==> config.mk <==
export PLATFORM = sky130hd
export DESIGN_NAME = cache_ctrl
export DESIGN_NICKNAME = d
export VERILOG_FILES = /design/src/rtl/cache_pkg.sv /design/src/rtl/mem_pkg.sv /design/src/rtl/cache_ctrl.sv
export SDC_FILE = /design/constraint.sdc
export NUM_CORES = 1
export LEC_CHECK = 0
export CORE_MARGIN = 8
export CORE_UTILIZATION = 55
export CTS_BUF_LIST = sky130_fd_sc_hd__clkbuf_4 sky130_fd_sc_hd__clkbuf_8
export DETAILED_ROUTE_END_ITERATION = 8
export DONT_BUFFER_PORTS = 1
export GPL_TIMING_DRIVEN = 0
export PLACE_DENSITY = 0.7
export RECOVER_POWER = 50
export SKIP_CTS_REPAIR_TIMING = 1
export SLEW_MARGIN = 20
export SYNTH_ARGS = -nofsm -noshare
export SYNTH_HDL_FRONTEND = slang
export SYNTH_SLANG_ARGS = --single-unit
==> constraint.sdc <==
create_clock -name clk -period 5.5 [get_ports clk]
set_input_delay 0.55 -clock clk [delete_from_list [all_inputs] [get_ports clk]]
set_output_delay 0.55 -clock clk [all_outputs]
set_load 0.03 [all_outputs]
==> src/rtl/cache_pkg.sv <==
package cache_pkg;

    // Address split of the 16-bit byte address
    localparam int tag_w          = 5;
    localparam int index_w        = 8;
    localparam int offset_w       = 3;
    localparam int num_sets       = 256;
    localparam int words_per_line = 4;

    typedef struct packed {
        logic [tag_w-1:0]    tag;
        logic [index_w-1:0]  index;
        logic [offset_w-1:0] offset;
    } cache_addr_fields_t;

    // Same 16 bits seen flat or split into fields
    typedef union packed {
        logic [15:0]        flat;
        cache_addr_fields_t fields;
    } cache_addr_u;

    // Sent to both ways and gated by each way's enable
    typedef struct packed {
        logic                comp;     // Compare access
        logic                write;
        logic                valid_in;
        logic [index_w-1:0]  index;
        logic [offset_w-1:0] offset;
        logic [tag_w-1:0]    tag;
        logic [15:0]         wdata;
    } way_cmd_t;

    typedef struct packed {
        logic             hit;         // Valid and tag match during comp
        logic             valid;
        logic             dirty;
        logic [tag_w-1:0] tag_out;
        logic [15:0]      rdata;
    } way_stat_t;

endpackage

==> src/rtl/mem_pkg.sv <==
package mem_pkg;

    // CPU holds rd and wr until done
    typedef struct packed {
        logic        rd;
        logic        wr;
        logic [15:0] addr;
        logic [15:0] wdata;
    } cpu_req_t;

    typedef struct packed {
        logic [15:0] rdata;
        logic        done;
        logic        stall;
        logic        cache_hit;
    } cpu_resp_t;

    // One strobe per word toward the word memory
    typedef struct packed {
        logic        rd;
        logic        wr;
        logic [15:0] addr;
        logic [15:0] wdata;
    } mem_req_t;

endpackage

==> src/rtl/cache_ctrl.sv <==
`timescale 1ns/1ps

module cache_ctrl (
    input  logic                          clk,
    input  logic                          rst_n,
    input  mem_pkg::cpu_req_t             cpu_req,
    output mem_pkg::cpu_resp_t            cpu_resp,
    output cache_pkg::way_cmd_t           way_cmd,
    output logic [1:0]                    way_en,
    input  cache_pkg::way_stat_t          stat0,
    input  cache_pkg::way_stat_t          stat1,
    input  logic                          victim,
    output logic                          victim_flip,
    output logic [cache_pkg::index_w-1:0] victim_index,
    output mem_pkg::mem_req_t             mem_req,
    input  logic [15:0]                   mem_rdata
);
    import cache_pkg::*;

    typedef enum logic [3:0] {
        idle, compare_rd, compare_wr,
        b0, b1, b2, b3,
        f0, f1, f2, f3, f4, f5
    } state_t;

    state_t              state_q;
    state_t              state_d;
    cache_addr_u         req_addr;
    way_stat_t           sel_stat;
    logic                in_compare;
    logic                hit_any;
    logic [15:0]         hit_rdata;
    logic                miss_way;
    logic                way_sel;
    logic [1:0]          way_one_hot;
    logic                fill_wr;
    logic                word_match;
    logic [15:0]         fill_data;
    logic [offset_w-1:0] mem_off;
    logic [offset_w-1:0] way_off;
    logic                way_q;        // Way chosen on the miss
    logic                is_wr_q;
    logic [tag_w-1:0]    vtag_q;
    logic [15:0]         rdata_q;

    assign req_addr.flat = cpu_req.addr;
    assign victim_index  = req_addr.fields.index;

    assign in_compare = (state_q == compare_rd) || (state_q == compare_wr);
    assign hit_any    = stat0.hit || stat1.hit;
    assign hit_rdata  = stat1.hit ? stat1.rdata : stat0.rdata;

    // Invalid way first, way 0 before way 1, then the victim bit
    assign miss_way    = !stat0.valid ? 1'b0 : (!stat1.valid ? 1'b1 : victim);
    assign way_sel     = in_compare ? miss_way : way_q;
    assign sel_stat    = way_sel ? stat1 : stat0;
    assign way_one_hot = way_q ? 2'b10 : 2'b01;

    // Memory word runs two states ahead of the way word during fetch
    always_comb begin
        mem_off = {2'(state_q - f0), 1'b0};
        way_off = {2'(state_q - f2), 1'b0};
        if (state_q inside {[b0:b3]}) begin
            mem_off = {2'(state_q - b0), 1'b0};
            way_off = mem_off;
        end
    end

    assign fill_wr    = state_q inside {[f2:f5]};
    assign word_match = (req_addr.fields.offset == way_off);
    assign fill_data  = (is_wr_q && word_match) ? cpu_req.wdata : mem_rdata;

    always_comb begin
        state_d            = state_q;
        way_en             = 2'b00;
        way_cmd            = '0;
        way_cmd.index      = req_addr.fields.index;
        way_cmd.tag        = req_addr.fields.tag;
        way_cmd.offset     = req_addr.fields.offset;
        mem_req            = '0;
        cpu_resp.rdata     = rdata_q;
        cpu_resp.done      = 1'b0;
        cpu_resp.stall     = (state_q != idle);
        cpu_resp.cache_hit = 1'b0;
        victim_flip        = 1'b0;

        case (state_q)
            idle: begin
                if (cpu_req.rd) begin
                    state_d = compare_rd;
                end else if (cpu_req.wr) begin
                    state_d = compare_wr;
                end
            end
            compare_rd, compare_wr: begin
                way_en             = 2'b11;
                way_cmd.comp       = 1'b1;
                way_cmd.write      = (state_q == compare_wr);  // Lands only in the hit way
                way_cmd.wdata      = cpu_req.wdata;
                cpu_resp.done      = hit_any;
                cpu_resp.cache_hit = hit_any;
                cpu_resp.rdata     = hit_rdata;
                if (hit_any) begin
                    state_d = idle;
                end else if (sel_stat.valid && sel_stat.dirty) begin
                    state_d = b0;
                end else begin
                    state_d = f0;
                end
            end
            b0, b1, b2, b3: begin
                way_en         = way_one_hot;
                way_cmd.offset = way_off;
                mem_req.wr     = 1'b1;
                mem_req.addr   = {vtag_q, req_addr.fields.index, mem_off};
                mem_req.wdata  = sel_stat.rdata;
                state_d        = state_t'(state_q + 4'd1);  // b3 runs into f0
            end
            f0, f1, f2, f3, f4, f5: begin
                if (state_q inside {[f0:f3]}) begin
                    mem_req.rd   = 1'b1;
                    mem_req.addr = {req_addr.fields.tag, req_addr.fields.index, mem_off};
                end
                if (fill_wr) begin
                    way_en           = way_one_hot;
                    way_cmd.write    = 1'b1;
                    way_cmd.valid_in = 1'b1;
                    // Last word of a write miss goes in as a hit to mark it dirty
                    way_cmd.comp     = (state_q == f5) && is_wr_q;
                    way_cmd.offset   = way_off;
                    way_cmd.wdata    = fill_data;
                    if (!is_wr_q && word_match) begin
                        cpu_resp.rdata = mem_rdata;
                    end
                end
                if (state_q == f5) begin
                    cpu_resp.done = 1'b1;
                    victim_flip   = 1'b1;
                    state_d       = idle;
                end else begin
                    state_d = state_t'(state_q + 4'd1);
                end
            end
            default: begin
                state_d = idle;
            end
        endcase
    end

    always_ff @(posedge clk) begin
        if (!rst_n) begin
            state_q <= idle;
            way_q   <= 1'b0;
            is_wr_q <= 1'b0;
        end else begin
            state_q <= state_d;
            if (in_compare) begin
                way_q   <= miss_way;
                is_wr_q <= (state_q == compare_wr);
            end
        end
    end

    always_ff @(posedge clk) begin
        if (in_compare) begin
            vtag_q <= sel_stat.tag_out;  // Write-back address of the victim
        end
        if (in_compare && hit_any) begin
            rdata_q <= hit_rdata;
        end else if (fill_wr && !is_wr_q && word_match) begin
            rdata_q <= mem_rdata;
        end
    end

endmodule

; ---- Yosys cells after proc, flatten, opt, wreduce, memory -nomap -nowiden
; Cells that the tools add are included.
[totals]
ff_bits = 27
in_bits = 101
output_inout_bits = 99
elab_cells = 86
[classes]
addsub = 4
n_lt_le_gt_ge = 6
n_eq_ne = 14
n_mux = 38
n_reduce_logical = 19
[ops]
columns = cell, n
row1 = $mux W16, 9
row2 = $pmux W16 S2, 2
row3 = $pmux W17 S2, 1
row4 = $mux W23, 1
row5 = $eq A4 B4 Y1 const B, 5
row6 = $eq A4 B3 Y1 const B, 4
row7 = $mux W4, 4
row8 = $pmux W4 S4, 1
row9 = $mux W3, 5
row10 = $logic_and A1 B1 Y1, 10
row11 = $mux W1, 10
row12 = $eq A4 B2 Y1 const B, 2
row13 = $le A4 B4 Y1 const B, 2
row14 = $pmux W2 S3, 1
row15 = $pmux W3 S2, 1
row16 = $reduce_or A6 Y1, 1
row17 = $add A4 B1 Y4 const B, 1
row18 = $eq A4 B1 Y1 const B, 1
row19 = $ge A4 B2 Y1 const B, 1
row20 = $ge A4 B3 Y1 const B, 1
row21 = $ge A4 B4 Y1 const B, 1
row22 = $le A4 B3 Y1 const B, 1
row23 = $logic_not A4 Y1, 1
row24 = $mux W2, 2
row25 = 11 further kinds, 13

; ---- Longest topological paths before layout
; Gate-level depths: netlist (run 1).
[logic_depth]
word_depth = 8
mapped_depth = 10
mapped_depth_nobuf = 7

; ---- Least setup slack after synthesis (run 1)
; OpenSTA, ideal clock, no wires.
[synth_timing]
path_kind = flip-flop to output port
startpoint = register state_q[0]
endpoint = output way_en[0]
arrival_ns = 2.517
required_time_ns = 4.950
setup_slack_ns = 2.433
stages_incl_launch_ff = 11
path_buffers = 3
cell_sequence = dfxtp_1 -> buf_2 -> inv_1 -> ha_1 -> nor3_1 -> a21o_1 -> buf_2 -> inv_1 -> clkbuf_1 -> nor2_1 -> o21ai_0
[synth_between]
elab_chain_cells = 4
elab_cells_between_ends = 20
cone_classes = 2 x order compare / 12 x eq/ne / 2 x mux / 4 x reduce/logical
[synth_lines]
columns = item, line_no
row1 = from (decl), cache_ctrl.sv:26  ; state_t state_q;
row2 = from (signal assigned), cache_ctrl.sv:152  ; state_q <= idle;
row3 = from (signal assigned), cache_ctrl.sv:156  ; state_q <= state_d;
row4 = $ge A4 B4 Y1 / $le A4 B4 Y1 (equally long branches), cache_ctrl.sv:69  ; assign fill_wr = state_q inside {[f2:f5]};
row5 = $logic_and A1 B1 Y1, cache_ctrl.sv:69
row6 = $mux W2, cache_ctrl.sv:124  ; if (fill_wr) begin
row7 = $pmux W2 S3 (*), cache_ctrl.sv:87  ; case (state_q)
row8 = to (decl), cache_ctrl.sv:9  ; output logic [1:0] way_en,
; Mark *: on every way between the ends. The rest lies on a longest branch, timed or not.

; ---- Worst setup path after layout (run 1)
[layout_timing]
startpoint = register state_q[1]
endpoint = output way_en[0]
; Same word-level chain as after synthesis.

==> results of run 1 <==
worst max-delay path, stage by stage (launching register included):
cell and delay, ns:
dfxtp_1 0.51, ha_1 0.32, o21bai_1 0.16, a21o_1 0.18, clkbuf_1 0.31, inv_1 0.20
clkbuf_1 0.64, nor2_1 0.21, o21ai_0 0.80
sequential cells by signal, summed over array words and instances, names as in the netlist:
signal and cells:
is_wr_q 1, rdata_q 16, state_q 4, vtag_q 5, way_q 1
per-stage QoR:
stage | setup slack (ns) | total power (µW) | util (%) | std cells | hold WS [ns]
4_1_cts | 1.54 | 1320 | 58.5 | 531 | 0.368
6_report | 1.33 | 1320 | 56.7 | 531 | 0.364
3_3_place_gp | 1.95 | 1180 | 57.6 | 527 | 0.654
5_1_grt | 1.15 | 1380 | 56.7 | 531 | 0.373
2_1_floorplan | 2.43 | 1040 | - | 450 | 0.609
3_5_place_dp | 1.88 | 1190 | 57.7 | 527 | 0.662
final timing paths:
path | end | slack [ns] | from
setup / recovery | way_en[0] | 1.33 | state_q[1]
hold reg to reg | state_q[0] | 0.68 | state_q[0]
setup reg to reg | rdata_q[0] | 1.64 | state_q[1]
hold / removal | state_q[2] | 0.36 | rst_n
power by group:
| group | total [µW] | internal (µW) | switching [µW] |
|---|---|---|---|
| sequential | 311 | 287 | 24.8 |
| clock | 135 | 57.3 | 77.9 |
| combinational | 871 | 221 | 651 |
Yosys cell counts, types with 3 or more instances:
library cell   n  area, µm²
buf_6          3       33.8
mux2i_1       32        320
edfxtp_1      21        631
nor2_1        39        146
dfxtp_1        6        120
a41o_1        15        150
a32o_1         5       50.1
nor3_1        18       90.1
nand4_1       14       87.6
inv_1         21       78.8
or2_2          3       18.8
o211ai_1      12       90.1
o21a_1         3       22.5
ha_1           4       50.1
buf_2         19       95.1
xor2_1         3       26.3
a22o_1         5       43.8
a21oi_1       37        185
mux2_2         4       45.0
clkbuf_1      10       37.5
o21ai_0       12       60.1
a2111oi_2     11        165
nand3_1        5       25.0
nand2_1       50        188
buf_4         27        203
and2_1        11       68.8
a2111oi_0      3       26.3
o21ai_1       14       70.1
logic make-up (layout without fill, tap and decap cells):
kind of cell,Yosys count,after routing,share of synthesized area (%)
simple gates,156,156,21.2
buf+inv,83,87,13.5
mux,38,38,11.0
other cells,1,1,0.106
xor+xnor,5,5,1.24
compound gates,136,136,30.2
fa+ha+maj,4,4,1.42
flops,27,27,21.3
cell usage in the layout (no fill, tap or decap), types with 3 or more instances in the layout:
| master | instances |
|---|---|
| a32o_1 | 5 |
| mux2_1 | 3 |
| ha_1 | 4 |
| nand3_1 | 5 |
| edfxtp_1 | 21 |
| buf_4 | 4 |
| xor2_1 | 3 |
| nand4_1 | 14 |
| dfxtp_1 | 6 |
| mux2_2 | 3 |
| o21ai_1 | 12 |
| a21oi_1 | 37 |
| clkbuf_8 | 3 |
| a2111oi_0 | 3 |
| a22o_1 | 5 |
| buf_6 | 3 |
| nor3_1 | 19 |
| o21a_1 | 3 |
| nand2_1 | 50 |
| and2_1 | 11 |
| nor2_1 | 40 |
| a41o_1 | 15 |
| o21ai_0 | 15 |
| mux2i_1 | 32 |
| clkbuf_1 | 39 |
| a2111oi_2 | 11 |
| inv_1 | 21 |
| buf_2 | 13 |
| o211ai_1 | 12 |
layer usage:
metal	vias to the layer above	GRT usage, %	part of all wire [%]
li1	1648	-	-
met1	1758	33.8	37
met2	210	47.0	50
met3	25	7.10	11
met4	0	7.30	2.1
met5	-	0	0
cell type report:
class | instances | area, µm² | area share (%)
Multi-Input combinational cell | 340 | 2280 | 64.1
Sequential cell | 27 | 751 | 21.1
Inverter | 21 | 78.8 | 2.21
Tap cell | 77 | 96.3 | 2.70
Clock buffer | 4 | 48.8 | 1.37
Buffer | 62 | 303 | 8.50
==> key figures, run 1 <==
Status
  – Run status: complete, no violations

Floorplan
  – Boundary Pins: 200
  – Die Wd: 96.0 µm
  – Die footprint: 9220 µm²
  – Row count: 29
  – Initial core utilization: 56.1%
  – CORE AREA: 6280 µm²
  – Die extent in y: 96.0 µm

Global route
  – GRT Util Overall: 27.7%
  – Total grt overflow: 0
  – Number of global-route vias before repair: 3580
  – First-pass GRT wire length: 20.0 mm
  – Largest net degree at the start of global routing: 17
  – Initial antenna violation count: 0

Routing
  – WL/cell: 25.1 µm
  – DR DRC count: 0
  – Post-Route WL: 13.3 mm
  – Vias: 3641
  – Antenna-violating nets left: 0
  – Vias per inst: 6.86
  – Drt pass-1 iters: 5
  – Initial DRC Count: 259

STA
  – Count of pins over their slew limit: 0
  – Setup Skew: 0.0102 ns
  – Worst slew pin tran: 1.32 ns
  – Final Cycle Share: 75.8%
  – Worst relative slew slack: 12.0%
  – Crit path time final: 4.17 ns
  – Hold Fails Final Rpt: 0
  – Setup TNS: 0 ns
  – RSZ-0062 raised after global routing: no
  – Final setup violation count: 0
  – Max frequency: 0.240 GHz

Synth
  – Synth warn: 0
  – Sequential share of the synthesized area: 21.3%
  – Synth async-reset ratio: 0%
  – FF+latch count, synth: 27
  – Cell Area, Synth: 3520 µm²
  – Syn Nets: 555
  – Post-synth top flop: edfxtp_1
  – Post-Synthesis Cells: 450
  – Synthesized area per cell: 7.83 µm²
  – Post-synth cell types: 60
  – EDFF count, synth: 21

Worst setup path
  – Data arrival, critical path: 3.62 ns
  – Critical Path RT: 4.95 ns
  – CP endpoint kind: output pin
  – Startpoint Class: flip-flop
  – Worst Path Class, Setup: flip-flop to output pin
  – Critical Path Fanout Max: 10
  – R2R depth: 7

Final layout
  – Synth-to-layout area growth: 1.14%
  – Post-route cell area: 3560 µm²
  – Layout cells sized above 1: 11.0%
  – Final nets: 560
  – Fillcell total: 660
  – Antenna cells: 0

Clocking
  – CTS clock-pin slew for the worst setup and hold paths: 0.11 ns
  – Clk_lat worst skew: 0.29 ns
  – CTS sink cnt: 27
  – CTS buffer count: 3
  – Clock Tree Buf Depth: 2
  – CTS root buf: clkbuf_8
  – Max H-tree Level: 1
  – CTS tree: done

Power and ir drop
  – Leakage power: 0.00130 µW
  – Power Dens Cells: 370 nW/µm²
  – VDD IR-drop max: 167 µV

Place
  – I/O Buffers: 0
  – Placed Area: 3620 µm²
  – Final GP Congestion: 0.945
  – Post-DP HPWL: 10.6 mm

Job
  – Max Cap Viol: 0

Min path
  – Hold path depth: 2
  – Hold Crit Class: input port to flip-flop
Note: power is estimated with default switching activity, not from simulation.
==> inputs of run 2 (changes only) <==
==> constraint.sdc (replaced) <==
create_clock -name clk -period 4.3 [get_ports clk]
set_input_delay 0.43 -clock clk [delete_from_list [all_inputs] [get_ports clk]]
set_output_delay 0.43 -clock clk [all_outputs]
set_load 0.03 [all_outputs]
==> key figures, run 2 (synthesis gave the netlist of run 1 again) <==
STA
  – Hold Fails Final Rpt: 0
  – RSZ-0062 raised after global routing: no
  – Crit path time final: 4.00 ns
  – Worst slew pin tran: 1.31 ns
  – Setup Skew: 0.0114 ns
  – Worst relative slew slack: 12.5%
  – Final setup margin: 0.304 ns
  – Setup TNS: 0 ns
  – Final setup violation count: 0
  – Count of pins over their slew limit: 0
  – Max frequency: 0.250 GHz
  – Final Cycle Share: 92.9%

Place
  – I/O Buffers: 0
  – Final GP Congestion: 0.945
  – Setup WS pre-CTS: 0.798 ns
  – Post-DP HPWL: 10.6 mm

Routing
  – DR DRC count: 0
  – WL/cell: 25.0 µm
  – Antenna-violating nets left: 0
  – Initial DRC Count: 258
  – Vias per inst: 6.86
  – Drt pass-1 iters: 5
  – Post-Route WL: 13.3 mm
  – Vias: 3642

Final layout
  – Most flops, register: rdata_q
  – Multi-input combinational cell area: 2280 µm²
  – Largest register FFs: 16
  – Final nets: 560
  – Regs by FF count: rdata_q x16, vtag_q x5, state_q x4
  – Fillcell total: 657
  – Register Area: 751 µm²
  – Commonest cells after routing, fill and taps aside: nand2_1 (50), nor2_1 (40), clkbuf_1 (37), a21oi_1 (37), mux2i_1 (32)
  – Synth-to-layout area growth: 1.28%
  – Commonest non-fill, non-tap cell in the layout: nand2_1
  – Layout cells sized above 1: 11.5%
  – Antenna cells: 0

Clocking
  – Clock Tree Buf Depth: 2
  – Clk_lat worst skew: 0.29 ns
  – Max H-tree Level: 1
  – CTS buffer count: 3
  – CTS sink cnt: 27
  – CTS root buf: clkbuf_8
  – CTS clock-pin slew for the worst setup and hold paths: 0.11 ns
  – CTS tree: done

Floorplan
  – Die Wd: 96.0 µm
  – Boundary Pins: 200
  – Initial core utilization: 56.1%
  – Die extent in y: 96.0 µm
  – Row count: 29
  – CORE AREA: 6280 µm²
  – Die footprint: 9220 µm²

Global route
  – Initial antenna violation count: 0
  – First-pass GRT wire length: 20.0 mm
  – Total grt overflow: 0
  – GR Util met2: 47.0%
  – GR Util met1: 33.8%
  – Largest net degree at the start of global routing: 17
  – GRT met3 Usage: 7.10%
  – GR peak layer: met2
  – Number of global-route vias before repair: 3580
  – GRT Util Overall: 27.7%

Power and ir drop
  – Comb pwr share: 66.1%
  – Clock share of power: 10.2%
  – Leakage power: 0.00131 µW
  – Cell Int Power: 724 µW
  – PnR Total Power: 1690 µW
  – VDD IR-drop max: 213 µV
  – Switching pwr: 961 µW
  – Power Dens Cells: 473 nW/µm²
  – Sequential power share: 23.6%
  – Switching power share of the total: 57.0%

Worst setup path
  – Worst Path Class, Setup: flip-flop to output pin
  – CP endpoint kind: output pin
  – FF-to-FF End: rdata_q[0]
  – Startpoint Class: flip-flop
  – R2R depth: 7
  – Critical Path RT: 3.87 ns
  – Critical Path Fanout Max: 10
  – R2R setup slack: 0.44 ns
  – Launching point of the worst reg2reg path: state_q[1]
  – Data arrival, critical path: 3.57 ns

Job
  – Max Cap Viol: 0

Status
  – Run status: complete, no violations

Min path
  – Hold wc startpoint: rst_n
  – Worst Hold Endpoint: state_q[2]
  – Hold path depth: 2
  – Hold Crit Class: input port to flip-flop
==> run 2: per-stage QoR <==
| stage | hold WS, ns | instances | utilization [%] | cell area [µm²] |
|---|---|---|---|---|
| floorplan | 0.546 | 450 | - | 3520 |
| global placement | 0.555 | 527 | 57.6 | 3620 |
| detailed placement | 0.554 | 527 | 57.7 | 3620 |
| CTS | 0.248 | 531 | 58.5 | 3670 |
| global route | 0.253 | 531 | 56.8 | 3570 |
| finish | 0.247 | 531 | 56.8 | 3570 |
==> run 2: layout make-up <==
type / instances / area share, %
plain buffers: 62 / 8.63
clock buffers: 4 / 1.37
inverters: 21 / 2.21
multi-input cells: 340 / 64.0
flip-flops and latches: 27 / 21.0
well taps: 77 / 2.70
==> run 2: metal layers <==
metal  up-vias  part of all wire (%)
li1       1648                     -
met1      1764                    37
met2       205                    50
met3        25                    11
met4         0                   2.1
met5         -                     0
==> run 2: power by group through the flow <==
stage               Sequential, µW  Combinational, µW  Clock, µW
finish                         399               1110        172
floorplan                      392                935          0
CTS                            396               1120        169
detailed placement             402               1120          0
global placement               399               1110          0
global route                   405               1190        177
==> run 2: how the worst max path moves through the flow <==
| stage | from | slack (ns) | end |
|---|---|---|---|
| 2_1_floorplan | state_q[0] | 1.35 | way_en[0] |
| 3_3_place_gp | state_q[1] | 0.87 | way_en[0] |
| 3_5_place_dp | state_q[1] | 0.80 | way_en[0] |
| 4_1_cts | state_q[1] | 0.46 | way_en[0] |
| 5_1_grt | state_q[1] | 0.14 | mem_req[12] |
| 6_report | state_q[1] | 0.30 | mem_req[9] |
==> run 2: worst max-delay path, cell delays in order (launching register included) <==
cell and delay (ns):
dfxtp_1 0.51, inv_1 0.17, ha_1 0.28, nor2_1 0.53, o21ai_2 0.12, o21ai_0 0.29
clkbuf_1 0.70, mux2i_1 0.18, nor2_1 0.49
