==> src/rtl/cache_pkg.sv <==
package cache_pkg;

    // Address split of the 16-bit byte address
    localparam int tag_w          = 5;
    localparam int index_w        = 8;
    localparam int offset_w       = 3;
    localparam int num_sets       = 256;
    localparam int words_per_line = 4;

    typedef struct packed {
        logic [tag_w-1:0]    tag;
        logic [index_w-1:0]  index;
        logic [offset_w-1:0] offset;
    } cache_addr_fields_t;

    // Same 16 bits seen flat or split into fields
    typedef union packed {
        logic [15:0]        flat;
        cache_addr_fields_t fields;
    } cache_addr_u;

    // Sent to both ways and gated by each way's enable
    typedef struct packed {
        logic                comp;     // Compare access
        logic                write;
        logic                valid_in;
        logic [index_w-1:0]  index;
        logic [offset_w-1:0] offset;
        logic [tag_w-1:0]    tag;
        logic [15:0]         wdata;
    } way_cmd_t;

    typedef struct packed {
        logic             hit;         // Valid and tag match during comp
        logic             valid;
        logic             dirty;
        logic [tag_w-1:0] tag_out;
        logic [15:0]      rdata;
    } way_stat_t;

endpackage

==> src/rtl/victim_reg.sv <==
`timescale 1ns/1ps

module victim_reg (
    input  logic                          clk,
    input  logic                          rst_n,
    input  logic [cache_pkg::index_w-1:0] index,
    input  logic                          flip,
    output logic                          victim
);
    import cache_pkg::*;

    logic [num_sets-1:0] victim_q;   // A set bit of 1 selects way 1

    assign victim = victim_q[index];

    always_ff @(posedge clk) begin
        if (!rst_n) begin
            victim_q <= '0;
        end else if (flip) begin
            victim_q[index] <= ~victim_q[index];
        end
    end

endmodule

==> config.mk <==
export PLATFORM = sky130hd
export DESIGN_NAME = victim_reg
export DESIGN_NICKNAME = d
export VERILOG_FILES = /design/src/rtl/cache_pkg.sv /design/src/rtl/victim_reg.sv
export SDC_FILE = /design/constraint.sdc
export NUM_CORES = 1
export LEC_CHECK = 0
export BUFFER_PORTS_ARGS = -buffer_cell sky130_fd_sc_hd__buf_2
export CAP_MARGIN = 10
export CORE_MARGIN = 5
export CORE_UTILIZATION = 45
export DETAILED_ROUTE_END_ITERATION = 10
export PLACE_DENSITY_LB_ADDON = 0.3
export SLEW_MARGIN = 15
export SYNTH_ARGS = -nofsm -noshare
export SYNTH_HDL_FRONTEND = slang
export SYNTH_SLANG_ARGS = --single-unit
==> constraint.sdc <==
create_clock -name clk -period 2.3 [get_ports clk]
set_clock_uncertainty 0.15 [all_clocks]
set_input_delay 0.115 -clock clk [delete_from_list [all_inputs] [get_ports clk]]
set_output_delay 0.115 -clock clk [all_outputs]
set_load 0.01 [all_outputs]
After elaboration in Yosys (flattened, before gate mapping)
Index checks and enable logic that the tools add are counted.
- bits of input ports: 11
- logic and storage cells: 10
- register bits after elaboration: 256
- $lt $le $gt $ge: 2
- reductions and logical operators: 1
- bitwise gates (word level): 1
- mux-type cells: 5
- operators by type and width (kind ; number):
    bitwise mux 256 bit ; 1
    less-than comparator 8 x 9 -> 1 bit, second input constant ; 1
    binary-select mux 1 bit (select 8 bit) ; 1
    demux 1 bit (select 8 bit) ; 1
    >= comparator 8 x 1 -> 1 bit, second input constant ; 1
    2-to-1 mux 1 bit ; 2
    logical AND 1 bit ; 1
    inverter 1 bit ; 1

Depth between registers and ports, before layout
Gate-level depths: netlist (run 1).
- depth in word-level cells: 5
- gate-level depth with buffers: 11
- depth with buffers taken out: 6

Worst setup path after synthesis (run 1)
OpenSTA, ideal clock, no wires.
- path type: input port to output port
- from: in index[0] (netlist name)
- to: out victim
- data required time: 2035 ps
- data arrival time: 1846 ps
- path slack: 189 ps
- cell stages on the path: 7
- buffers on the path: 2
- path through: buf_4 -> mux4_2 -> a22o_1 -> o21ai_0 -> a221oi_2 -> buf_4 -> o32a_1
- cells in the longest elaborated chain, start to end: 2
- ends and longest elaborated chain (element ; RTL line ; source):
    from (decl) ; victim_reg.sv:6 ; input logic [cache_pkg::index_w-1:0] index,
    binary-select mux 1 bit (select 8 bit) ; victim_reg.sv:14 ; assign victim = victim_q[index];
    2-to-1 mux 1 bit (implied by the code) ; victim_reg.sv:14 ;
    to (decl) ; victim_reg.sv:8 ; output logic victim
Every way passes these cells. The select of a mux whose other input is x is not followed.

Final worst setup path (run 1)
- from: reg victim_q[38]
- to: out victim
- cells in the longest elaborated chain, start to end: 2
- ends and longest elaborated chain (element ; RTL line ; source):
    from (decl) ; victim_reg.sv:12 ; logic [num_sets-1:0] victim_q;
    from (signal, indexed assignment) ; victim_reg.sv:20 ; victim_q[index] <= ~victim_q[index];
    binary-select mux 1 bit (select 8 bit) ; victim_reg.sv:14 ;
    2-to-1 mux 1 bit (implied by the code) ; victim_reg.sv:14 ;
Every way passes these cells. The select of a mux whose other input is x is not followed.

==> run metrics, run 1 <==
status complete, but fails checks; failing checks negative setup slack; HP Start flip; fmax 0.3759 GHz; Sink Count 256; Synthesized Nets 1477; Num CTS Buffers 29; Tcrit/Tclk final 115.7%; port bufs 11; Sw Ratio 24.69%; Setup violations, final 2; startpoint types flop; Reg power frac 44.6%; die width 181.1 um; setup ws final -0.3601 ns; Mapped Cells 1466; first-pass GRT wire length 59.06 mm; Fillers 2522; die area 32790 um2; post-synthesis cell area 13170 um2; R2R Path End victim_q[20]; Via density 6.233; drt wl/cell 19.86 um; via count 11600; reg2reg path depth 9; DPL Wire Length 23.51 mm; xor/xnor cell area share of the yosys netlist 0%; Unique masters post-synth 37; gr ovfl total 0; Starting DRT DRC Count 1067; dpl ws -0.2713 ns; Final Wtd Congestion 0.8237; Residual DRC 0; unrepaired setup endpoints after global routing true; Biggest register victim_q; largest family of logic cells by synthesized area compound AO/OA/AOI/OAI gates; Hold Path Sink victim_q[193]; start of the worst register-to-register path victim_q[20]; num ports 12; setup_tns -0.3748 ns; #FFs+latches synth 256; R2R Setup Slk -0.01 ns; worst path cell trace mux4_2 > o22ai_1 > nor2_1 > o211ai_4 > nand2_4 > o32a_1 > buf_2; hold path cells 4; clock root cell clkbuf_16; largest net degree at the start of global routing 73; Compound-Gate Fraction of Synth Area 29.71%; final antenna-violating net count 0; Setup crit end kind primary output; Sequential Area 5129 um2; Pwr Total 0.009969 W; slowest CP cell mux4_2; Regs by FF count victim_q (256); Worst Hold Class in2reg; Gate power share 9.2%; yosys warns 0; TritonRoute pass-1 iters 5; Tightest Pin Transition 0.6117 ns; final hold slack 0.1049 ns; Net Sw Power 0.002461 W; Worst path max stage delay 0.51 ns; Max Cap Violations 0; Worst-path clk slew 0.06 ns; post-synthesis mux area share 11.04%; Rows 62; initial core utilization 45.77%; Mean Syn Cell Area 8.985 um2; GRT Util Overall 21.16%; final WL 36.96 mm; Clk pwr share 46.2%; Seq/Total Area, Yosys 38.91%; Final Critical Period 2.660 ns; Cell Int Power 0.007508 W; Crit path max-delay family compound AO/OA/AOI/OAI gates; layout cell share with drive strength beyond 1 26.15%; Pwr per Cell Area 649.2 nW/um2; LEAKAGE 4.733 nW; CTS tree yes; critical path type reg2out; fin. max-slew vios 0; clock tree buffer depth 3; Slew HR 59.22%; CP Data Arrival Time 2.40 ns; Max VDD drop 0.6260 mV; antenna violations before repair 2; max reg flops 256; Post-Synth Adder-Cell Area 0%; footprint of the multi-input gates 7387 um2; required time of the critical path 2.04 ns; Nets 1467; Area Growth Syn to Fin 16.59%; Worst-Skew Late Latency 0.54 ns; number of global-route vias before repair 10780; CP Buf/Inv Count 1; CP max FO 2; core area 28780 um2; Critical Path Stages 7; htree depth 1; post-synthesis simple-gate area fraction 13.17%; final hold viol count 0; DIE HEIGHT 181.1 um
-- cell usage after synthesis (all sizes together) --
cell type | instances | area [um2]
dfxtp | 256 | 5125
a21oi | 251 | 1256
nor2 | 172 | 645.6
o21ai | 152 | 760.7
nand3 | 134 | 670.6
a311oi | 114 | 1499
clkbuf | 105 | 394.1
buf | 74 | 543.0
mux4 | 56 | 1261
nand2 | 44 | 165.2
o22ai | 16 | 100.1
a21boi | 13 | 97.59
mux2 | 10 | 112.6
a22o | 8 | 70.07
mux2i | 8 | 80.08
nand2b | 8 | 50.05
and2 | 7 | 43.79
nor2b | 7 | 43.79
nand4 | 4 | 25.02
nor3 | 4 | 20.02
o211ai | 4 | 50.05
or2 | 4 | 25.02
a221oi | 2 | 30.03
and2b | 2 | 15.01
and4 | 2 | 17.52
inv | 2 | 7.510
o221a | 2 | 22.52
o311ai | 2 | 17.52
and3 | 1 | 6.260
nor4 | 1 | 6.260
o32a | 1 | 10.01
-- worst max-delay path by stage --
stage                 start            to  slack (ns)
2_1_floorplan      index[0]        victim        0.19
3_3_place_gp       index[0]        victim       -0.23
3_5_place_dp       index[1]  victim_q[78]       -0.27
4_1_cts        victim_q[38]        victim       -0.36
5_1_grt        victim_q[22]        victim       -0.45
6_report       victim_q[38]        victim       -0.36
-- cell usage in the layout, fill, tap and decap left out, types with 4 or more instances in the layout --
master,synthesis,layout
a21boi_0,13,13
a21oi_1,251,247
a21oi_2,0,4
a22o_1,8,8
a311oi_1,34,10
a311oi_2,80,104
and2_1,7,7
buf_12,0,22
buf_2,29,10
buf_4,27,96
buf_6,17,4
clkbuf_1,105,6
clkbuf_16,0,32
clkbuf_8,0,7
clkinv_2,0,6
dfxtp_1,256,253
mux2_2,10,10
mux2i_1,8,8
mux4_2,56,56
nand2_1,44,41
nand2b_1,8,8
nand3_1,134,133
nand4_1,4,4
nor2_1,172,170
nor2b_1,7,7
nor3_2,0,4
o211ai_4,0,4
o21ai_0,151,149
o22ai_1,16,15
or2_2,4,4
-- layer usage --
layer,vias up,global-route usage [%],share of wire (%)
li1,5440,-,-
met1,5710,30.27,45
met2,376,33.30,46
met3,71,3.459,6.2
met4,2,5.824,2.6
met5,-,0,0.054
-- tightest hold or removal path, delay by kind of cell --
family | cells | cell delay, ns
compound gates | 1 | 0.23
simple gates | 2 | 0.26
buf+inv | 1 | 0.16
-- power groups by stage --
stage                     registers [W]  logic (W)  clock network (W)
after floorplan                 0.00454   0.000555                  0
after global placement          0.00455   0.000844                  0
after detailed placement        0.00455   0.000849                  0
after CTS                       0.00445   0.000864            0.00466
after global routing            0.00445   0.000969            0.00487
final                           0.00445   0.000916            0.00460
-- logic make-up after synthesis --
group / Yosys count
simple gates: 390
buf+inv: 181
flops: 256
compound gates: 565
mux: 74
-- timing repair --
action                                  CTS  global route
endpoints found under the hold margin    31             0
hold buffers                              1             0
gates cloned                              0             4
pin swaps                                10             2
setup buffers                             2             2
gates resized for setup                  17            29
endpoints found under the setup margin   38           140
-- per-stage QoR --
stage | instances | utilization, % | cell area (um2)
floorplan | 1466 | - | 13170
global route | 1861 | 53.36 | 15360
detailed placement | 1801 | 48.86 | 14060
global placement | 1801 | 48.86 | 14060
CTS | 1855 | 52.46 | 15100
finish | 1861 | 53.36 | 15360
-- cell type report --
cell class	instances	share of cell area, %
Timing Repair Buffer	138	9.093
Sequential cell	256	33.40
Inverter	2	0.09778
Antenna cell	1	0.01630
Tap cell	384	3.129
Clock inverter	9	0.6600
Clock buffer	42	5.500
Multi-Input combinational cell	1029	48.11
Note: power is estimated with default switching activity, not from simulation.
==> run 2, diff against run 1 <==
--- a/config.mk
+++ b/config.mk
@@ -5,7 +5,7 @@
 export SDC_FILE = /design/constraint.sdc
 export NUM_CORES = 1
 export LEC_CHECK = 0
-export BUFFER_PORTS_ARGS = -buffer_cell sky130_fd_sc_hd__buf_2
+export BUFFER_PORTS_ARGS = -buffer_cell sky130_fd_sc_hd__buf_4
 export CAP_MARGIN = 10
 export CORE_MARGIN = 5
 export CORE_UTILIZATION = 45
==> run 2 against run 1 <==
Effect of this change:
- the run still ends with negative setup slack left
- highest routed layer is now met4
- flip-flop and latch count unchanged
- clock power down 3%
- largest power group unchanged
- sequential power about the same
- routed wire length grew 0.37%
- critical path type unchanged
==> run metrics, run 2 (synthesized netlist as in run 1, its figures left out) <==
final hold viol count 0 (unchanged); via count 11540 (-0.54%); antenna violations before repair 0 (-2); Nets 1476 (+0.61%); final WL 37.10 mm (+0.37%); Tcrit/Tclk final 118.3% (+2.6 points); Sequential Area 5129 um2 (unchanged); most common cell after layout, fill and taps aside dfxtp_1; Crit path max-delay family compound AO/OA/AOI/OAI gates; CP Data Arrival Time 2.46 ns (+0.06 ns); final antenna-violating net count 0 (unchanged); largest net degree at the start of global routing 64 (-12%); Setup violations, final 49 (+47); Slew HR 63.32% (+4.1 points); core area 28780 um2 (unchanged); DP Area 14230 um2 (+1.2%); Tightest Pin Transition 0.5488 ns (-0.06289 ns); Sw Ratio 24.64% (-0.043 points); highest-count cells in the layout ignoring fill and taps dfxtp_1 (253), a21oi_1 (241), nor2_1 (168); first-pass GRT wire length 58.31 mm (-1.3%); port bufs 11 (unchanged); Setup crit end kind primary output; max reg flops 256 (unchanged); footprint of the multi-input gates 7460 um2 (+0.98%); Starting DRT DRC Count 1028 (-3.7%); required time of the critical path 2.04 ns (about the same); Max Cap Violations 0 (unchanged); Finished Layout Cells 1867 (+0.32%); fmax 0.3675 GHz (-2.2%); Gate power share 9.8% (+0.6 points); Worst-Skew Late Latency 0.55 ns (about the same); LEAKAGE 4.832 nW (+2.1%); layout cell share with drive strength beyond 1 27.71% (+1.6 points); Regs by FF count victim_q (256); number of global-route vias before repair 10640 (-1.3%); Worst-path clk slew 0.06 ns (about the same); Pwr per Cell Area 629.8 nW/um2 (-3.0%); startpoint types flop; TritonRoute pass-1 iters 5 (unchanged); Max VDD drop 0.5688 mV (-9.1%); Area Growth Syn to Fin 19.03%; unrepaired setup endpoints after global routing true; Rows 62 (unchanged); DPL Wire Length 23.23 mm (-1.2%); fin. max-slew vios 0 (unchanged); num ports 12 (unchanged); post-route cell area 15680 um2 (+2.1%); Net Sw Power 0.002433 W (-1.1%); reg2reg path depth 10 (+1); drt wl/cell 19.87 um (about the same); dpl ws -0.2957 ns (-0.02446 ns); Cell Int Power 0.007441 W (-0.89%); Via density 6.179 (-0.86%); Final Wtd Congestion 0.8436 (+2.4%); Final Critical Period 2.721 ns (+0.06092 ns); Residual DRC 0 (unchanged); initial core utilization 45.77% (unchanged); GRT Util Overall 20.93% (-0.22 points); Worst Hold Class in2reg; htree depth 1 (unchanged); Critical Path Stages 7 (unchanged); Antenna diodes 0 (-1); DIE HEIGHT 181.1 um (unchanged); clock root cell clkbuf_16; setup ws final -0.4211 ns (-0.06092 ns); Sink Count 256 (unchanged); worst path cell trace mux4_2 > o22ai_2 > nor2_2 > o211ai_4 > nand2_2 > o32a_1 > buf_6; slowest CP cell mux4_2; clock tree buffer depth 3 (unchanged); CP max FO 2 (unchanged); CP Buf/Inv Count 1 (unchanged); CTS tree yes; Biggest register victim_q; Worst path max stage delay 0.49 ns (-0.02 ns); Num CTS Buffers 28 (-3.4%); status complete, but fails checks; die area 32790 um2 (unchanged); Reg power frac 45.0% (+0.4 points); Fillers 2483 (-1.5%); Clk pwr share 45.1% (-1.1 points); Placed Cells 1808 (+0.39%); gr ovfl total 0 (unchanged); failing checks negative setup slack; die width 181.1 um (unchanged); critical path type reg2out; hold path cells 5 (+1)
-- run 2: cell types whose count changed in the layout (fill, tap and decap cells not counted), sizes merged --
| cell | previous run | this run |
|---|---|---|
| inv | 3 | 2 |
| clkinvlp | 0 | 1 |
| clkbuf | 45 | 46 |
| buf | 134 | 142 |
| clkinv | 6 | 5 |
| bufinv | 2 | 1 |
| diode | 1 | 0 |
-- run 2: final cells by class --
cell class,count,share of cell area [%]
clock inverters,7,0.3990
well taps,384,3.065
repair buffers,148,10.72
inverters,2,0.09577
clock buffers,41,5.427
multi-input cells,1029,47.58
flip-flops and latches,256,32.71
-- run 2: timing repair --
item,4_1_cts,5_1_grt
cloned,0,6
hold buffers,1,0
resized for setup,13,64
pin swaps,10,9
setup buffers,2,2
endpoints found under the hold margin,29,0
endpoints found under the setup margin,12,103
-- run 2: final timing paths --
path	startpoint	to	slack (ns)
worst min-delay path	flip	victim_q[216]	0.09
worst max register to register	victim_q[19]	victim_q[3]	-0.15
worst min register to register	victim_q[172]	victim_q[172]	0.32
worst max-delay path	victim_q[47]	victim	-0.42
-- run 2: worst min-delay path, stage by stage --
cell	delay (ns)
buf_4	0.15
and2_1	0.18
nand2_1	0.10
nor2_1	0.06
a21oi_1	0.14
-- run 2: power groups by stage --
stage          clock network, W  registers [W]  logic, W
2_1_floorplan                 0        0.00454  0.000555
4_1_cts                 0.00452        0.00445  0.000889
3_5_place_dp                  0        0.00455  0.000872
5_1_grt                 0.00470        0.00445   0.00102
6_report                0.00446        0.00445  0.000969
3_3_place_gp                  0        0.00455  0.000866
-- run 2: metal layers --
metal / wire length, um / up-vias / GRT usage [%]
li1: - / 5462 / -
met1: 16830 / 5709 / 29.82
met2: 17720 / 314 / 34.35
met3: 1957 / 51 / 2.855
met4: 586 / 0 / 4.083
met5: 0 / - / 0
-- run 2: through the flow --
step | utilization, % | hold WS (ns) | setup TNS [ns] | power (W)
5_1_grt | 54.47 | 0.1043 | -10.28 | 0.01017
3_3_place_gp | 49.43 | 0.3021 | -40.64 | 0.005412
3_5_place_dp | 49.43 | 0.3131 | -45.98 | 0.005418
4_1_cts | 52.86 | 0.07314 | -0.3898 | 0.009853
6_report | 54.47 | 0.08511 | -4.899 | 0.009874
2_1_floorplan | - | 0.2743 | 0 | 0.005099
==> run 3, diff against run 2 <==
--- a/config.mk
+++ b/config.mk
@@ -5,7 +5,7 @@
 export SDC_FILE = /design/constraint.sdc
 export NUM_CORES = 1
 export LEC_CHECK = 0
-export BUFFER_PORTS_ARGS = -buffer_cell sky130_fd_sc_hd__buf_4
+export BUFFER_PORTS_ARGS = -buffer_cell sky130_fd_sc_hd__clkbuf_2
 export CAP_MARGIN = 10
 export CORE_MARGIN = 5
 export CORE_UTILIZATION = 45
==> run 3 against run 2 <==
Effect of this change:
- the flow still finishes with violations (negative setup slack)
- sequential share of layout area increased by 0.68 points
- via count is 0.31% lower
- non-clock buffer count grew 3
- count of clock-buffer cells in the layout rose by 3
- utilization shrank 1.1 points
- worst hold slack better by 0.066 ns
- routed wire length shrank 2.7%
- critical path type unchanged
- largest power group unchanged
==> run metrics, run 3 (synthesized netlist as in run 1, its figures left out) <==
setup ws final -0.4038 ns (+0.01726 ns); htree depth 1 (unchanged); final hold viol count 0 (unchanged); DPL Wire Length 23.40 mm (+0.69%); CP Data Arrival Time 2.44 ns (-0.02 ns); clock tree buffer depth 3 (unchanged); Num CTS Buffers 28 (unchanged); Regs by FF count victim_q (256); CTS tree yes; LEAKAGE 4.772 nW (-1.3%); TritonRoute pass-1 iters 6 (+1); R2R Setup Slk 0.06 ns (+0.21 ns); final antenna-violating net count 0 (unchanged); DIE HEIGHT 181.1 um (unchanged); port bufs 11 (unchanged); unrepaired setup endpoints after global routing true; setup_tns -0.4038 ns (+4.495 ns); CP max FO 3 (+1); Nets 1479 (+0.20%); Setup violations, final 1 (-98%); Worst path max stage delay 0.50 ns (about the same); Tcrit/Tclk final 117.6% (-0.75 points); critical path type reg2out; die area 32790 um2 (unchanged); Rows 62 (unchanged); Area Growth Syn to Fin 16.61%; fmax 0.3699 GHz (+0.64%); number of global-route vias before repair 10710 (+0.64%); initial core utilization 45.77% (unchanged); status complete, but fails checks; Placed Cells 1817 (+0.50%); drt wl/cell 19.27 um (-3.0%); Max VDD drop 0.5685 mV (about the same); Crit path max-delay family compound AO/OA/AOI/OAI gates; die width 181.1 um (unchanged); Starting DRT DRC Count 1250 (+22%); last element of the critical path victim; Final Wtd Congestion 0.8986 (+6.5%); CP Buf/Inv Count 1 (unchanged); highest-count cells in the layout ignoring fill and taps dfxtp_1 (253), a21oi_1 (249), nor2_1 (169); slowest CP cell mux4_2; most common cell after layout, fill and taps aside dfxtp_1; Slew HR 23.74% (-40 points); layout cell share with drive strength beyond 1 25.81% (-1.9 points); max reg flops 256 (unchanged); Biggest register victim_q; fin. max-slew vios 0 (unchanged); Final Critical Period 2.704 ns (-0.01726 ns); largest net degree at the start of global routing 57 (-11%); start of the worst register-to-register path victim_q[155]; Critical Path Stages 7 (unchanged); gr ovfl total 0 (unchanged); worst path cell trace mux4_2 > nor2_1 > nor2_1 > o211ai_4 > nand2_2 > o32a_1 > clkbuf_2; Sink Count 256 (unchanged); Setup crit end kind primary output; R2R Path End victim_q[131]; required time of the critical path 2.04 ns (about the same); Residual DRC 0 (unchanged); startpoint types flop; failing checks negative setup slack; num ports 12 (unchanged); Max Cap Violations 0 (unchanged); first-pass GRT wire length 58.54 mm (+0.39%); post-route cell area 15360 um2 (-2.0%); Via density 6.140 (-0.63%); GRT Util Overall 21.07% (+0.14 points); DP Area 14220 um2 (about the same); Worst Hold Class in2reg; Tightest Pin Transition 1.140 ns (+0.5909 ns); clock root cell clkbuf_16; Worst-path clk slew 0.06 ns (about the same); Worst-Skew Late Latency 0.55 ns (about the same); core area 28780 um2 (unchanged); CP dominant cell by count nor2_1; reg2reg path depth 8 (-2); via count 11500 (-0.31%); antenna violations before repair 3 (+3); Finished Layout Cells 1873 (+0.32%); Pwr per Cell Area 642.9 nW/um2 (+2.1%); final WL 36.09 mm (-2.7%); crit path from victim_q[39]; dpl ws -0.2376 ns (+0.05808 ns)
## run 3: layout make-up
type / instances / area (um2)
fillers: 2522 / 13420
clock buffers: 44 / 882.1
diodes: 1 / 2.502
multi-input cells: 1029 / 7293
flip-flops and latches: 256 / 5129
inverters: 2 / 15.01
clock inverters: 6 / 55.05
well taps: 384 / 480.5
repair buffers: 151 / 1503
## run 3: worst min-delay path by stage
stage,from,endpoint,cells after the start
after floorplan,rst_n,victim_q[208],3
after global placement,victim_q[49],victim_q[49],2
after detailed placement,victim_q[61],victim_q[61],2
after CTS,index[5],victim_q[112],6
after global routing,index[5],victim_q[112],6
final,index[5],victim_q[118],6
## run 3: metal layers
| layer | part of all wire, % | up-vias | track usage (%) | wire (um) |
|---|---|---|---|---|
| met5 | 0.075 | - | 0 | 27 |
| met3 | 5.6 | 66 | 2.876 | 2026 |
| met4 | 2.3 | 4 | 5.284 | 829 |
| met2 | 46 | 325 | 33.08 | 16660 |
| li1 | - | 5476 | - | - |
| met1 | 46 | 5629 | 30.79 | 16550 |
## run 3: repair_timing
action                     4_1_cts  5_1_grt
gates resized for setup          6       22
setup endpoints to repair        1       51
hold endpoints to repair        16        0
setup buffers                    2        1
hold buffers                     1        0
gates cloned                     0        2
pin swaps                        7        6
## run 3: metrics by stage
step                power, W  hold WS [ns]  utilization, %
floorplan           0.005099        0.2743               -
global placement    0.005392        0.3019           49.41
detailed placement  0.005397        0.3158           49.41
CTS                 0.009943        0.1218           52.81
global route         0.01021        0.1877           53.37
finish              0.009874        0.1516           53.37
## run 3: tightest hold or removal path: stages
cell,delay [ns]
clkbuf_2,0.15
nand3_1,0.14
buf_4,0.21
nor2_1,0.06
nand3_1,0.07
a21oi_1,0.06
## run 3: power breakdown
group | switching [W] | internal [W]
clock | 0.00182 | 0.00272
sequential | 0.00000467 | 0.00444
combinational | 0.000591 | 0.000302
